`src/include/eeprom_consts.svh`:
```
`ifndef EEPROM_CONSTS_SVH
`define EEPROM_CONSTS_SVH

// full array address, block select on top of the word address
`define EE_MEM_AW 11

// word address inside one 256 byte block
`define EE_WORD_AW 8

// upper nibble of a device byte that selects this part
`define EE_DEV_TYPE 4'b1010

// flops per bus line before edge detection
`define EE_SYNC_STAGES 2

`endif
```
`src/rtl/eeprom_pkg.sv`:
```
`default_nettype none

`include "eeprom_consts.svh"

package eeprom_pkg;

    typedef enum logic [3:0] {
        idle,
        dev_byte,
        dev_ack,
        addr_byte,
        addr_ack,
        wr_byte,
        wr_ack,
        rd_fetch,
        rd_byte,
        rd_ack
    } ctrl_state_e;

    typedef enum logic {
        mem_read,
        mem_write
    } mem_op_e;

    // one scl cycle pulses, data is the synchronized line level
    typedef struct packed {
        logic clk_rise;
        logic clk_fall;
        logic start;
        logic stop;
        logic data;
    } bus_event_t;

    typedef struct packed {
        mem_op_e                 op;
        logic [`EE_MEM_AW-1:0]   addr;
        logic [7:0]              wdata;
    } mem_req_t;

    // release_bus drops every pending or active drive
    typedef struct packed {
        logic       load;
        logic [7:0] tx_byte;
        logic       ack_drive;
        logic       release_bus;
    } shift_cmd_t;

endpackage

`default_nettype wire

```
`src/rtl/bus_sampler.sv`:
```
`default_nettype none

`include "eeprom_consts.svh"

module bus_sampler (
    input  wire                     scl,
    input  wire                     rst,
    input  wire                     bus_clock,
    input  wire                     bus_data,
    output eeprom_pkg::bus_event_t  events
);

    localparam int N = `EE_SYNC_STAGES;

    logic [N-1:0] clk_sync;
    logic [N-1:0] data_sync;
    logic         clk_q;
    logic         data_q;
    logic         clk_s;
    logic         data_s;

    assign clk_s  = clk_sync[N-1];
    assign data_s = data_sync[N-1];

    // lines idle high, so the chain starts out high
    always_ff @(posedge scl)
    begin
        if (rst)
        begin
            clk_sync  <= '1;
            data_sync <= '1;
            clk_q     <= 1'b1;
            data_q    <= 1'b1;
        end
        else
        begin
            clk_sync  <= {clk_sync[N-2:0], bus_clock};
            data_sync <= {data_sync[N-2:0], bus_data};
            clk_q     <= clk_s;
            data_q    <= data_s;
        end
    end

    always_ff @(posedge scl)
    begin
        if (rst)
        begin
            events <= '0;
        end
        else
        begin
            events.clk_rise <= clk_s & ~clk_q;
            events.clk_fall <= ~clk_s & clk_q;
            // data moving while the clock stays high
            events.start    <= clk_s & clk_q & data_q & ~data_s;
            events.stop     <= clk_s & clk_q & ~data_q & data_s;
            events.data     <= data_s;
        end
    end

endmodule

`default_nettype wire

```
`config.mk`:
```
export PLATFORM = sky130hd
export DESIGN_NAME = bus_sampler
export DESIGN_NICKNAME = d
export VERILOG_FILES = /design/src/rtl/eeprom_pkg.sv /design/src/rtl/bus_sampler.sv
export VERILOG_INCLUDE_DIRS = /design/src /design/src/include
export SDC_FILE = /design/constraint.sdc
export NUM_CORES = 1
export LEC_CHECK = 0
export ABC_AREA = 1
export BUFFER_PORTS_ARGS = -buffer_cell sky130_fd_sc_hd__buf_4
export CORE_AREA = 3 3 40 42
export CTS_BUF_LIST = sky130_fd_sc_hd__clkbuf_16
export DETAILED_ROUTE_END_ITERATION = 8
export DIE_AREA = 0 0 43 45
export PLACE_DENSITY = 0.38
export RECOVER_POWER = 50
export SLEW_MARGIN = 10
export SYNTH_ARGS = -nofsm -noshare
export SYNTH_HDL_FRONTEND = slang
export SYNTH_SLANG_ARGS = --single-unit
```
`constraint.sdc`:
```
create_clock -name scl -period 1.7 [get_ports scl]
set_input_delay 0 -clock scl [delete_from_list [all_inputs] [get_ports scl]]
set_output_delay 0 -clock scl [all_outputs]
set_load 0.01 [all_outputs]
```
==> metrics.md <==
| Metric | Value |
|---|---|
| Outcome | `finished, final reports clean` |
| Clk pwr share | `58.3%` |
| Number of cells after detailed placement | `53` |
| Clock buffer depth | `2` |
| Largest net degree at the start of global routing | `9` |
| Post-CTS setup buffers | `0` |
| Clock buffer count from CTS | `3` |
| Synth Register Bits | `11` |
| CP startpoint kind | `input pin` |
| Crit-path leading delay family | `buffers and inverters` |
| Post-synth top area share | `72.13%` |
| Post-synth EDFFs | `0` |
| HPWL Detailed | `345.4 um` |
| Area delta synth->final | `54.10%` |
| IO Count | `9` |
| Max cap viols | `0` |
| Clk_lat worst skew | `0.24 ns` |
| Synth cell count leaders | `11 x dfxtp_1, 4 x nand2_1, 4 x nor2_1, 4 x or2_1, 3 x inv_1` |
| Reg power frac | `38.1%` |
| Skew final | `0.002321 ns` |
| Logic pwr share | `3.6%` |
| Endpoints failing hold | `0` |
| Die area | `1935 sq um` |
| Core area | `1285 sq um` |
| Post-Synthesis Net Count | `34` |
| Pwr/cell area | `1514 nW/um^2` |
| TritonRoute pass-1 iters | `2` |
| Vias in the first global route | `226` |
| Cell row count | `13` |
| Internal | `0.0005895 W` |
| Synth Area in Compound Gates | `0%` |
| Crit-path max cell delay | `0.52 ns` |
| ANT cells | `0` |
| Final setup viols | `0` |
| Slew @ Worst Pin | `0.2959 ns` |
| Reg area | `220.2 sq um` |
| Register area share after synthesis | `72.13%` |
| Fin crit share | `55.59%` |
| Post-DRT Antenna Nets | `0` |
| Switch Pwr | `0.0001226 W` |
| Reg clk slew, reported paths | `0.04 ns` |
| Final GP Congestion | `0.5639` |
| Synth top area cells | `dfxtp_1 72%, or2_1 8.2%, nand2_1 4.9%` |
| Crit path arrival time | `1.07 ns` |
| Via Count | `236` |
| Antenna violations before repair | `0` |
| Fin nets | `50` |
| Cell Area, Synth | `305.3 sq um` |
| Asr flop ratio synth | `0%` |
| Peak VDD IR | `400.4 uV` |
| Vias per cell | `3.933` |
| Simple-Gate Fraction of Synth Area | `22.95%` |
| Die height | `45 um` |
| Initial Utilization | `23.76%` |
| Crit path from | `rst` |
| First-pass GRT wire length | `876 um` |
| Post-cts resize count | `0` |
| Total Neg Setup Slack | `0 ns` |
| Fin cells | `60` |
| CTS tree | `done` |
| Mux cell area share after synthesis | `0%` |
| Crit-path max FO | `8` |
| Post-DR wirelength/cell | `8.533 um` |
| Buffer and inverter count on the worst path | `3` |
| Synth Area in Adders | `0%` |
| DRT iter0 DRCs | `1` |
| Fin crit period | `0.9450 ns` |
| XOR/XNOR share of the synthesized area | `0%` |
| Hold crit path type | `reg2reg` |
| Multi-input combinational cell area | `70.07 sq um` |
| Worst EP required | `1.83 ns` |
| Finished Core Util | `36.61%` |
| RSZ-0062 raised after global routing | `false` |
| Most frequent cell after synthesis | `dfxtp_1` |
| Max Fclk | `1058 MHz` |
| Share of layout cells above drive strength 1 | `11.11%` |
| Post-Route WL | `512 um` |
| Detailed-route DRC error count | `0` |
| Switch share | `17.21%` |
| Relative slew slack | `80.27%` |
| CTS H-tree lvls | `1` |
| Crit-path cells | `dlygate4sd3_1 > clkbuf_1 > inv_1 > nand3_1 > nor2_1` |
| # fillers | `138` |
| I/O Buffers | `8` |
| Pleak | `0.2234 nW` |
| Main combinational cell family by area after synthesis | `simple AND/OR/NAND/NOR gates` |
| Num Clock Sinks | `11` |
| Root Buffer | `clkbuf_16` |
| Syn Area/Cell | `10.18 sq um` |
| Crit Path Category | `in2reg` |
| Slew Limit Fails | `0` |
| Post-synthesis cell type count | `8` |
| Crit end category | `register` |
| Synth Instances | `30` |
| Crit-path slowest cell | `dlygate4sd3_1` |
| Hold_sp | `clk_sync[0]$_SDFF_PP1_` |
| Die X | `43 um` |
| Primary FF master, synth | `dfxtp_1` |
| Worst r2r src | `clk_sync[1]$_SDFF_PP1_` |
| Yosys warning total | `0` |
| Total track usage | `7.137%` |
| Cell taking the most area after synthesis | `dfxtp_1` |
| GRT overflow | `0` |
==> worst paths after layout <==
check                      endpoint  slack (ns)  cells after the start
max reg2reg    events[4]$_SDFF_PP0_        1.10                      2
min          clk_sync[1]$_SDFF_PP1_        0.40                      1
min reg2reg  clk_sync[1]$_SDFF_PP1_        0.40                      1
max            events[1]$_SDFF_PP0_        0.75                      5
==> power groups by stage <==
stage / clock network [W] / registers, W / logic [W]
after floorplan: 0 / 0.000277 / 0.00000851
after global placement: 0 / 0.000275 / 0.0000239
after detailed placement: 0 / 0.000276 / 0.0000246
after CTS: 0.000424 / 0.000271 / 0.0000302
after global routing: 0.000442 / 0.000272 / 0.0000293
final: 0.000415 / 0.000271 / 0.0000256
==> per-layer routing <==
layer / track usage [%] / part of all wire, %
met1: 5.926 / 37
met2: 10.48 / 46
met3: 4.382 / 13
met4: 9.036 / 4.1
met5: 0 / 0
==> flip-flops by register name (all words and copies together), names as in the netlist <==
name / count
events: 5
clk_sync: 2
data_sync: 2
clk_q: 1
data_q: 1
==> what timing repair did <==
action,in CTS,in global routing
hold buffers,3,0
endpoints found under the hold margin,4,0
setup endpoints to repair,0,0
==> placed cells by master, fill, tap and decap left out, drive strengths merged <==
cell,netlist,routed
nand3,2,2
buf,0,2
or2,4,4
dfxtp,11,11
clkbuf,0,9
nor3,1,1
nor2,4,4
inv,4,5
nand2,4,4
dlygate4sd3,0,3
==> final cells by class <==
class	instances	share of cell area, %
Clock buffer	3	15.96
Sequential cell	11	46.81
Clock inverter	1	0.7979
Timing Repair Buffer	11	14.36
Tap cell	15	3.989
Multi-Input combinational cell	15	14.89
Inverter	4	3.191
==> per-stage QoR <==
step	power [W]	area, sq um	hold WS, ns	setup slack [ns]
2_1_floorplan	0.0002856	305.3	0.07156	1.127
3_3_place_gp	0.0002992	384.1	0.1816	1.125
3_5_place_dp	0.0003003	384.1	0.1831	1.092
4_1_cts	0.0007256	493.0	0.4005	0.9052
5_1_grt	0.0007436	470.5	0.4306	0.6341
6_report	0.0007121	470.5	0.3978	0.7550
==> logic make-up after synthesis <==
| kind of cell | after synthesis |
|---|---|
| buffers and inverters | 4 |
| DFF | 11 |
| and+or+nand+nor | 15 |
(Power assumes the default switching activity.)
