==> config.mk <==
export PLATFORM = sky130hd
export DESIGN_NAME = byte_shifter
export DESIGN_NICKNAME = d
export VERILOG_FILES = /design/src/rtl/eeprom_pkg.sv /design/src/rtl/byte_shifter.sv
export VERILOG_INCLUDE_DIRS = /design/src /design/src/include
export SDC_FILE = /design/constraint.sdc
export NUM_CORES = 1
export LEC_CHECK = 0
export BUFFER_PORTS_ARGS = -buffer_cell sky130_fd_sc_hd__clkbuf_2
export CAP_MARGIN = 20
export CORE_ASPECT_RATIO = 0.5
export CORE_MARGIN = 2
export CORE_UTILIZATION = 23
export DETAILED_ROUTE_END_ITERATION = 16
export RECOVER_POWER = 100
export SLEW_MARGIN = 20
export SYNTH_ARGS = -nofsm -noshare
export SYNTH_HDL_FRONTEND = slang
export SYNTH_SLANG_ARGS = --single-unit
==> constraint.sdc <==
create_clock -name scl -period 4.45 [get_ports scl]
set_input_delay 0.2225 -clock scl [delete_from_list [all_inputs] [get_ports scl]]
set_output_delay 0.2225 -clock scl [all_outputs]
set_load 0.01 [all_outputs]
==> src/include/eeprom_consts.svh <==
`ifndef EEPROM_CONSTS_SVH
`define EEPROM_CONSTS_SVH

// full array address, block select on top of the word address
`define EE_MEM_AW 11

// word address inside one 256 byte block
`define EE_WORD_AW 8

// upper nibble of a device byte that selects this part
`define EE_DEV_TYPE 4'b1010

// flops per bus line before edge detection
`define EE_SYNC_STAGES 2

`endif
==> src/rtl/eeprom_pkg.sv <==
`default_nettype none

`include "eeprom_consts.svh"

package eeprom_pkg;

    typedef enum logic [3:0] {
        idle,
        dev_byte,
        dev_ack,
        addr_byte,
        addr_ack,
        wr_byte,
        wr_ack,
        rd_fetch,
        rd_byte,
        rd_ack
    } ctrl_state_e;

    typedef enum logic {
        mem_read,
        mem_write
    } mem_op_e;

    // one scl cycle pulses, data is the synchronized line level
    typedef struct packed {
        logic clk_rise;
        logic clk_fall;
        logic start;
        logic stop;
        logic data;
    } bus_event_t;

    typedef struct packed {
        mem_op_e                 op;
        logic [`EE_MEM_AW-1:0]   addr;
        logic [7:0]              wdata;
    } mem_req_t;

    // release_bus drops every pending or active drive
    typedef struct packed {
        logic       load;
        logic [7:0] tx_byte;
        logic       ack_drive;
        logic       release_bus;
    } shift_cmd_t;

endpackage

`default_nettype wire

==> src/rtl/byte_shifter.sv <==
`default_nettype none

module byte_shifter (
    input  wire                     scl,
    input  wire                     rst,
    input  eeprom_pkg::bus_event_t  events,
    input  eeprom_pkg::shift_cmd_t  cmd,
    output logic [7:0]              rx_byte,
    output logic                    rx_valid,
    output logic                    ack_slot,
    output logic                    ack_bit,
    output logic                    sda_drive
);

    // 0..7 data bits, 8 is the ninth clock
    logic [3:0] bit_cnt;
    logic [7:0] tx_shift;
    logic       tx_armed;
    logic       tx_active;
    logic       ack_pend;
    logic       tx_first;
    logic       tx_next;
    logic       tx_step;

    assign tx_first = events.clk_fall && (bit_cnt == 4'd0) && tx_armed;
    assign tx_next  = events.clk_fall && (bit_cnt != 4'd0) && (bit_cnt != 4'd8) && tx_active;
    assign tx_step  = tx_first || tx_next;

    always_ff @(posedge scl)
    begin
        if (rst)
        begin
            bit_cnt   <= 4'd0;
            rx_valid  <= 1'b0;
            ack_slot  <= 1'b0;
            ack_bit   <= 1'b1;
            sda_drive <= 1'b0;
            tx_armed  <= 1'b0;
            tx_active <= 1'b0;
            ack_pend  <= 1'b0;
        end
        else
        begin
            rx_valid <= 1'b0;
            ack_slot <= 1'b0;

            if (events.start || events.stop)
            begin
                bit_cnt <= 4'd0;
            end
            else if (events.clk_rise)
            begin
                if (bit_cnt == 4'd8)
                begin
                    ack_slot <= 1'b1;
                    ack_bit  <= events.data;
                    bit_cnt  <= 4'd0;
                end
                else
                begin
                    bit_cnt <= bit_cnt + 4'd1;
                    if (bit_cnt == 4'd7)
                        rx_valid <= 1'b1;
                end
            end

            if (cmd.release_bus)
            begin
                sda_drive <= 1'b0;
                tx_armed  <= 1'b0;
                tx_active <= 1'b0;
                ack_pend  <= 1'b0;
            end
            else
            begin
                if (cmd.load)
                    tx_armed <= 1'b1;
                if (cmd.ack_drive)
                    ack_pend <= 1'b1;

                if (events.clk_fall)
                begin
                    if (bit_cnt == 4'd8)
                    begin
                        // ninth clock belongs to the acknowledge
                        sda_drive <= ack_pend;
                        ack_pend  <= 1'b0;
                        tx_active <= 1'b0;
                    end
                    else if (tx_first)
                    begin
                        sda_drive <= ~tx_shift[7];
                        tx_armed  <= 1'b0;
                        tx_active <= 1'b1;
                    end
                    else if (tx_next)
                    begin
                        sda_drive <= ~tx_shift[7];
                    end
                    else
                    begin
                        sda_drive <= 1'b0;
                    end
                end
            end
        end
    end

    // shift registers, msb first both ways
    always_ff @(posedge scl)
    begin
        if (events.clk_rise && bit_cnt != 4'd8)
            rx_byte <= {rx_byte[6:0], events.data};

        if (cmd.load)
            tx_shift <= cmd.tx_byte;
        else if (tx_step)
            tx_shift <= {tx_shift[6:0], 1'b1};
    end

endmodule

`default_nettype wire

==> reports/results.txt <==
Initial antenna violation count -> 0
Max Fclk -> 0.517 GHz
Crit path cell chain -> inv_1, ha_1, nor2b_1, mux2_2, a21o_1
Initial DRC count -> 11
Root Buffer -> clkbuf_8
CP Capture Type -> flop
Slew @ Worst Pin -> 0.520 ns
Die Width -> 102 um
TritonCTS Buffers -> 3
Number of global-route vias before repair -> 719
Worst clock skew -> 0.00210 ns
Top-level I/O count -> 30
Initial core utilization -> 24.4%
Clk_lat worst skew -> 0.27 ns
Post-DP HPWL -> 1430 um
Slowest-stage cell, CP -> mux2_2
Mapped Area -> 1090 sq um
Max Fanout on Critical Path -> 8
Max-slew violations -> 0
# DRC -> 0
Lkg Pwr -> 0.000464 uW
Final wirelength -> 1900 um
Via/cell ratio -> 4.01
Critical path start-end classification -> reg2reg
Most frequent cells in the layout -> edfxtp_1 (16), clkbuf_2 (15), clkbuf_1 (14)
Critical path arrival -> 1.93 ns
Via count -> 717
Antenna-violating nets left -> 0
CP required -> 4.45 ns
CTS tree -> built
Tmin final -> 1.93 ns
Rows -> 17
Area growth syn-to-layout -> 21.3%
Worst setup SP type -> flop
# clock sinks -> 27
CP max stage delay -> 0.37 ns
Fin crit share -> 43.5%
Slew headroom -> 65.3%
Avg Cell Area, Syn -> 13.2 sq um
Max VDD drop -> 104 uV
Largest net degree at the start of global routing -> 16
Drt pass-1 iters -> 3
Setup_tns -> 0 ns
Non-Filler Instances -> 179
Die Y -> 52.8 um
H-Tree Depth -> 1
Core area -> 4490 sq um
Syn_nets -> 103
Number of synthesis warnings -> 0
Yosys cell types -> 29
Max cap viols -> 0
Unrepaired setup endpoints after global routing -> no
Final hold vios -> 0
R2r setup slk -> 2.52 ns
GPL Wtd Cong -> 0.755
Global-route wire length before repair -> 3110 um
Filler cell count -> 478
Die Area -> 5360 sq um
Port Buf Inserts -> 29
WL per Instance -> 10.6 um
Most common cell after layout, fill and taps aside -> edfxtp_1
Flop and latch count out of synthesis -> 27
Status -> finished clean
Layout cell share with drive strength beyond 1 -> 23.9%
Sequential element share of the synthesized area -> 64.1%
Final setup viols -> 0
GR Util All Layers -> 7.80%
CTS resizes -> 0
Pwr Density -> 342 nW/um^2
Hold crit path type -> in2reg
ANT cells -> 0
Post-synthesis instance total -> 83
Grt ovf -> 0
Clk buf depth -> 2
Final layout net count -> 134
Clock transition at the registers of the reported paths -> 0.09 ns
Inst Count DP -> 175
Setup bufs post-CTS -> 0
Hold-fix buffers, CTS -> 0
-- report_power, final --
group,switching (uW),internal (uW)
clock network,75.6,62.8
registers,4.30,278
logic,17.0,15.8
total,96.9,356
-- synth_stat cells --
master	instances	share of area (%)
a211o_1	1	0.80
a21o_1	1	0.69
a21oi_1	2	0.92
a311o_1	1	0.92
a31oi_1	3	1.7
and2_1	2	1.1
buf_2	3	1.4
dfxtp_1	11	20
edfxtp_1	16	44
ha_1	2	2.3
inv_1	3	1.0
mux2_2	8	8.2
mux2i_1	2	1.8
nand2_1	2	0.69
nand2b_1	2	1.1
nand3_1	1	0.46
nand3b_1	1	0.69
nand4_1	1	0.57
nand4b_1	1	0.80
nor2_1	8	2.7
nor2b_1	1	0.57
nor2b_2	1	0.80
nor3_1	1	0.46
nor3b_1	2	1.4
nor4_2	1	1.1
o21ai_0	3	1.4
or3_1	1	0.57
or3b_1	1	0.80
xor2_1	1	0.80
-- cell families after synthesis --
family / Yosys count / share of synthesized area [%]
AND/OR/NAND/NOR: 26 / 14.0
adder cells (fa/ha/maj): 2 / 2.29
multiplexers: 10 / 10.1
XOR/XNOR: 1 / 0.801
buffers and inverters: 6 / 2.40
AO/OA/AOI/OAI: 11 / 6.41
flip-flops: 27 / 64.1
-- metal layers --
| metal | up-vias | GRT usage (%) | share of wire, % |
|---|---|---|---|
| li1 | 360 | - | - |
| met5 | - | 0 | 0 |
| met2 | 20 | 12.1 | 43 |
| met1 | 333 | 9.11 | 48 |
| met3 | 4 | 3.47 | 6.4 |
| met4 | 0 | 4.28 | 1.6 |
-- critical path, delay by kind of cell (launching register included) --
family	cells	cell delay, ns
AO/OA/AOI/OAI	1	0.29
adder cells (fa/ha/maj)	1	0.22
buffers and inverters	1	0.08
flip-flops	1	0.34
multiplexers	1	0.37
AND/OR/NAND/NOR	1	0.35
-- per-stage QoR --
step                setup WS (ns)  area, sq um  utilization [%]  power, uW  hold slack (ns)
CTS                          2.61         1350             30.1        463            0.131
floorplan                    2.78         1090                -        306            0.321
detailed placement           2.63         1310             29.1        323            0.422
global placement             2.67         1310             29.1        322            0.421
global route                 2.33         1330             29.6        474            0.161
finish                       2.52         1330             29.6        453            0.154
-- worst paths after layout --
check | start | to | cells past startpoint
worst min register to register | rx_byte[2] | rx_byte[3] | 0
worst max register to register | bit_cnt[0] | tx_shift[1] | 5
worst max-delay path | bit_cnt[0] | tx_shift[1] | 5
worst min-delay path | events[0] | rx_byte[0] | 1
-- final cells by class --
type	instances	area (sq um)	area share (%)
multi-input cells	50	358	27.0
clock inverters	1	5.00	0.377
clock buffers	3	41.3	3.11
inverters	3	11.3	0.849
well taps	66	82.6	6.23
repair buffers	29	128	9.62
flip-flops and latches	27	701	52.8
-- state kept, by name (all words and copies together), names as in the netlist --
signal and flops:
bit_cnt 4, ack_bit 1, rx_valid 1, ack_slot 1
tx_active 1, rx_byte 8, tx_shift 8, ack_pend 1
sda_drive 1, tx_armed 1
No activity file was read; power rests on OpenSTA's default activity.
