===== src/include/eeprom_consts.svh =====
`ifndef EEPROM_CONSTS_SVH
`define EEPROM_CONSTS_SVH

// full array address, block select on top of the word address
`define EE_MEM_AW 11

// word address inside one 256 byte block
`define EE_WORD_AW 8

// upper nibble of a device byte that selects this part
`define EE_DEV_TYPE 4'b1010

// flops per bus line before edge detection
`define EE_SYNC_STAGES 2

`endif

===== src/rtl/eeprom_pkg.sv =====
`default_nettype none

`include "eeprom_consts.svh"

package eeprom_pkg;

    typedef enum logic [3:0] {
        idle,
        dev_byte,
        dev_ack,
        addr_byte,
        addr_ack,
        wr_byte,
        wr_ack,
        rd_fetch,
        rd_byte,
        rd_ack
    } ctrl_state_e;

    typedef enum logic {
        mem_read,
        mem_write
    } mem_op_e;

    // one scl cycle pulses, data is the synchronized line level
    typedef struct packed {
        logic clk_rise;
        logic clk_fall;
        logic start;
        logic stop;
        logic data;
    } bus_event_t;

    typedef struct packed {
        mem_op_e                 op;
        logic [`EE_MEM_AW-1:0]   addr;
        logic [7:0]              wdata;
    } mem_req_t;

    // release_bus drops every pending or active drive
    typedef struct packed {
        logic       load;
        logic [7:0] tx_byte;
        logic       ack_drive;
        logic       release_bus;
    } shift_cmd_t;

endpackage

`default_nettype wire


===== src/rtl/eeprom_ctrl.sv =====
`default_nettype none

`include "eeprom_consts.svh"

module eeprom_ctrl (
    input  wire                     scl,
    input  wire                     rst,
    input  eeprom_pkg::bus_event_t  events,
    input  wire [7:0]               rx_byte,
    input  wire                     rx_valid,
    input  wire                     ack_slot,
    input  wire                     ack_bit,
    output eeprom_pkg::shift_cmd_t  cmd,
    output eeprom_pkg::mem_req_t    req,
    output logic                    req_valid,
    input  wire                     req_ready,
    input  wire [7:0]               rsp_data,
    input  wire                     rsp_valid,
    output logic                    rsp_ready
);

    import eeprom_pkg::*;

    localparam int BW = `EE_MEM_AW - `EE_WORD_AW;

    ctrl_state_e            state;
    logic [BW-1:0]          block;
    logic [`EE_WORD_AW-1:0] word;
    logic                   rd_wr;
    logic [`EE_MEM_AW-1:0]  cur_addr;
    logic [`EE_MEM_AW-1:0]  next_addr;

    assign cur_addr  = {block, word};
    // sequential reads wrap over the whole array
    assign next_addr = cur_addr + 1'b1;

    always_ff @(posedge scl)
    begin
        if (rst)
        begin
            state     <= idle;
            cmd       <= '0;
            req       <= '0;
            req_valid <= 1'b0;
            rsp_ready <= 1'b0;
            block     <= '0;
            word      <= '0;
            rd_wr     <= 1'b0;
        end
        else
        begin
            cmd.load        <= 1'b0;
            cmd.ack_drive   <= 1'b0;
            cmd.release_bus <= 1'b0;
            // drain a stale read response after an aborted fetch
            rsp_ready <= rsp_valid && !rsp_ready && (state != rd_fetch);

            if (req_valid && req_ready)
            begin
                req_valid <= 1'b0;
                // write address wraps inside the block
                if (req.op == mem_write)
                    word <= word + 1'b1;
            end

            if (events.stop)
            begin
                state           <= idle;
                cmd.release_bus <= 1'b1;
            end
            else if (events.start)
            begin
                state           <= dev_byte;
                cmd.release_bus <= 1'b1;
            end
            else
            begin
                case (state)
                    idle:
                    begin
                    end
                    dev_byte:
                    begin
                        if (rx_valid)
                        begin
                            if (rx_byte[7:4] == `EE_DEV_TYPE)
                            begin
                                block         <= rx_byte[3:1];
                                rd_wr         <= rx_byte[0];
                                cmd.ack_drive <= 1'b1;
                                state         <= dev_ack;
                            end
                            else
                            begin
                                state <= idle;
                            end
                        end
                    end
                    dev_ack:
                    begin
                        if (ack_slot)
                        begin
                            if (rd_wr)
                            begin
                                req       <= '{op: mem_read, addr: cur_addr, wdata: 8'h00};
                                req_valid <= 1'b1;
                                state     <= rd_fetch;
                            end
                            else
                            begin
                                state <= addr_byte;
                            end
                        end
                    end
                    addr_byte:
                    begin
                        if (rx_valid)
                        begin
                            word          <= rx_byte;
                            cmd.ack_drive <= 1'b1;
                            state         <= addr_ack;
                        end
                    end
                    addr_ack:
                    begin
                        if (ack_slot)
                            state <= wr_byte;
                    end
                    wr_byte:
                    begin
                        if (rx_valid)
                        begin
                            req           <= '{op: mem_write, addr: cur_addr, wdata: rx_byte};
                            req_valid     <= 1'b1;
                            cmd.ack_drive <= 1'b1;
                            state         <= wr_ack;
                        end
                    end
                    wr_ack:
                    begin
                        if (ack_slot)
                            state <= wr_byte;
                    end
                    rd_fetch:
                    begin
                        if (rsp_valid)
                        begin
                            cmd.load    <= 1'b1;
                            cmd.tx_byte <= rsp_data;
                            rsp_ready   <= 1'b1;
                            state       <= rd_byte;
                        end
                    end
                    rd_byte:
                    begin
                        // own bits come back through the receiver
                        if (rx_valid)
                            state <= rd_ack;
                    end
                    rd_ack:
                    begin
                        if (ack_slot)
                        begin
                            if (!ack_bit)
                            begin
                                {block, word} <= next_addr;
                                req       <= '{op: mem_read, addr: next_addr, wdata: 8'h00};
                                req_valid <= 1'b1;
                                state     <= rd_fetch;
                            end
                            else
                            begin
                                cmd.release_bus <= 1'b1;
                                state           <= idle;
                            end
                        end
                    end
                    default:
                    begin
                        state <= idle;
                    end
                endcase
            end
        end
    end

endmodule

`default_nettype wire


===== config.mk =====
export PLATFORM = sky130hd
export DESIGN_NAME = eeprom_ctrl
export DESIGN_NICKNAME = d
export VERILOG_FILES = /design/src/rtl/eeprom_pkg.sv /design/src/rtl/eeprom_ctrl.sv
export VERILOG_INCLUDE_DIRS = /design/src /design/src/include
export SDC_FILE = /design/constraint.sdc
export NUM_CORES = 1
export LEC_CHECK = 0
export BUFFER_PORTS_ARGS = -buffer_cell sky130_fd_sc_hd__buf_2
export CORE_MARGIN = 8
export CORE_UTILIZATION = 55
export CTS_BUF_LIST = sky130_fd_sc_hd__clkbuf_4 sky130_fd_sc_hd__clkbuf_8
export CTS_CLUSTER_SIZE = 28
export DETAILED_ROUTE_END_ITERATION = 6
export GPL_ROUTABILITY_DRIVEN = 0
export HOLD_SLACK_MARGIN = 0.05
export PLACE_DENSITY = 0.82
export SYNTH_ARGS = -nofsm -noshare
export SYNTH_HDL_FRONTEND = slang
export SYNTH_SLANG_ARGS = --single-unit

===== constraint.sdc =====
create_clock -name scl -period 3.65 [get_ports scl]
set_input_delay 0.1825 -clock scl [delete_from_list [all_inputs] [get_ports scl]]
set_output_delay 0.1825 -clock scl [all_outputs]
set_load 0.005 [all_outputs]

==> run summary <==
Hold Buf Count CTS: 0
CTS tree: yes
CTS Buf Count: 5
Wirelength per Cell: 17.7 um
Syn Nets: 370
Worst VDD drop: 153 uV
DRC errors left: 0
Worst EP required: 3.87 ns
Period utilisation layout: 67.8%
Number of global-route vias before repair: 2575
Crit path DAT: 2.70 ns
Core ar.: 5140 um2
DRT Pass-1 Iters: 5
Worst reg-to-reg setup slack: 1.18 ns
Layout cell share with drive strength beyond 1: 23.5%
Clock period minus worst slack: 2.47 ns
Clock Sinks: 49
Reg2Reg Depth: 5
Cell Pwr Density: 301 nW/um2
Vias: 2798
Starting DRC count in detailed routing: 283
Max-slew violations: 0
Synth-to-layout area growth: 9.25%
Later-pin clock latency in the skew report: 0.31 ns
Worst R2R Start: state[0]
Post-synth cell types: 65
Final WL: 7900 um
Number of flops mapped to enable cells by yosys: 0
Min-delay src: events[1]
Post-CTS sizing: 0
Root buf cell: clkbuf_8
Hold path cells: 2
Yosys reg bits: 49
Clock slew at reported path FFs: 0.10 ns
Initial Util: 57.1%
Finished Cell Area: 3210 um2
Post-CTS setup buffers: 0
Die height: 89.1 um
Final setup violation count: 0
Seq pwr share: 56.5%
Die width: 89.1 um
Hold EP: state[0]
Leak pwr: 1.20 nW
First-pass GRT wire length: 12800 um
Antenna-violating nets left: 0
Pin count of the biggest net entering global routing: 42
Post-DP Area: 3110 um2
Synth Instances: 341
Status: finished clean
Crit path max fanout: 32
Internal: 0.000706 W
Num ports: 61
Overflow after GRT: 0
NetSw: 0.000259 W
H-tree depth: 2
Worst clock skew: 0.00590 ns
Post-DP HPWL: 5550 um
Slew headroom: 44.7%
Critical Path Start Type: flip-flop
Initial antenna violation count: 0
Post-synthesis cell area: 2940 um2
Worst slew pin tran: 0.830 ns
Die area: 7930 um2
Post-synthesis sequential area ratio: 33.4%
Total track usage: 20.6%
Hold violation count in the final report: 0
Setup crit end kind: flip-flop
IO Port Bufs: 57
Max-cap violations: 0
N_diodes: 0
Clk network pwr share: 35.5%
Cell Rows: 26
Setup tns final: 0 ns
Hold/Removal Path Class: input port to flip-flop
Fill count: 473
Via/cell ratio: 6.29
Setup CP Type: flip-flop to flip-flop
Sw Ratio: 26.8%
Async SR Flop Fraction: 0%
Bufs on Longest Clock Path: 2
FF-to-FF End: req[18]
Syn_area_per_cell: 8.61 um2
Synth warn: 0
RSZ-0062 raised after global routing: no
Final #Nets: 403
Comb power frac: 8.0%
Maximum operating frequency: 404 MHz
Synth Flop Type: dfxtp_1
[per-layer routing]
layer | up-vias | track usage [%] | part of all wire [%]
li1 | 1318 | - | -
met1 | 1332 | 26.1 | 42
met2 | 133 | 33.3 | 48
met3 | 15 | 4.50 | 8.5
met4 | 0 | 7.85 | 1.7
met5 | - | 0 | 0
[state kept, by name, summed over array words and instances, names as in the netlist]
register,cells
req_valid,1
cmd,11
word,8
state,4
rd_wr,1
rsp_ready,1
req,20
block,3
[how the worst max path moves through the flow]
stage	depth (start not counted)	startpoint	end	slack [ns]
3_3_place_gp	5	state[0]	req[18]	1.29
4_1_cts	5	state[0]	req[18]	1.21
3_5_place_dp	5	state[0]	req[18]	1.25
2_1_floorplan	7	word[1]	req[18]	1.94
5_1_grt	5	state[0]	req[13]	0.99
6_report	5	state[0]	req[18]	1.18
[stage by stage]
step / hold WS [ns] / instances / power (W) / setup slack (ns) / util, %
floorplan: 0.266 / 341 / 0.000603 / 1.94 / -
global placement: 0.409 / 437 / 0.000631 / 1.29 / 60.5
detailed placement: 0.417 / 437 / 0.000633 / 1.25 / 60.5
CTS: 0.0792 / 445 / 0.000971 / 1.21 / 62.4
global route: 0.102 / 445 / 0.00101 / 0.987 / 62.4
finish: 0.0932 / 445 / 0.000965 / 1.18 / 62.4
[cell usage in the layout (no fill, tap or decap), drive strengths merged, types with 3 or more instances in the layout]
master	n
buf	60
dfxtp	49
nor2	34
a21oi	33
nand2	25
xnor2	21
o21ai	18
a311oi	14
nor3	13
mux2i	12
nand3	11
nand4	9
o221ai	7
inv	6
a211o	5
clkbuf	5
xor2	4
and3	3
a211oi	3
nor2b	3
[kinds of logic after synthesis]
logic type / synth area share (%)
buf+inv: 8.10
flops: 33.4
mux: 4.09
compound gates: 24.9
fa+ha+maj: 0.426
simple gates: 21.6
xor+xnor: 7.46
[layout make-up]
| type | count | area (um2) | share of cell area (%) |
|---|---|---|---|
| multi-input combinational | 253 | 1720 | 53.5 |
| sequential | 49 | 981 | 30.6 |
| timing repair buffer | 60 | 308 | 9.60 |
| tap | 70 | 87.6 | 2.73 |
| clock buffer | 5 | 68.8 | 2.15 |
| clock inverter | 3 | 26.3 | 0.819 |
| inverter | 5 | 18.8 | 0.585 |
[synthesized netlist by cell type (all sizes together) (4+ instances only)]
cell,number,share of area (%)
nand2,25,3.2
nand4,9,1.9
a211o,5,1.5
a21oi,33,6.0
xor2,4,1.2
nand3,11,2.2
inv,5,0.64
buf,25,5.9
o21ai,18,3.1
clkbuf,9,1.5
xnor2,21,6.3
nor3,13,2.6
a311oi,14,5.9
o221ai,7,2.1
dfxtp,49,33
nor2,34,4.7
mux2i,12,4.1
[power by group through the flow]
stage | clock network, W | logic, W | registers, W
floorplan | 0 | 0.0000510 | 0.000552
global placement | 0 | 0.0000739 | 0.000557
detailed placement | 0 | 0.0000755 | 0.000557
CTS | 0.000350 | 0.0000760 | 0.000545
global route | 0.000381 | 0.0000847 | 0.000546
finish | 0.000343 | 0.0000773 | 0.000545
[worst max-delay path, stage by stage (launching register included)]
cell,delay (ns)
dfxtp_1,0.76
nor4b_1,0.31
a22oi_1,0.17
nor2_4,0.67
a21oi_1,0.18
a311oi_2,0.29
No activity file was read; power rests on OpenSTA's default activity.
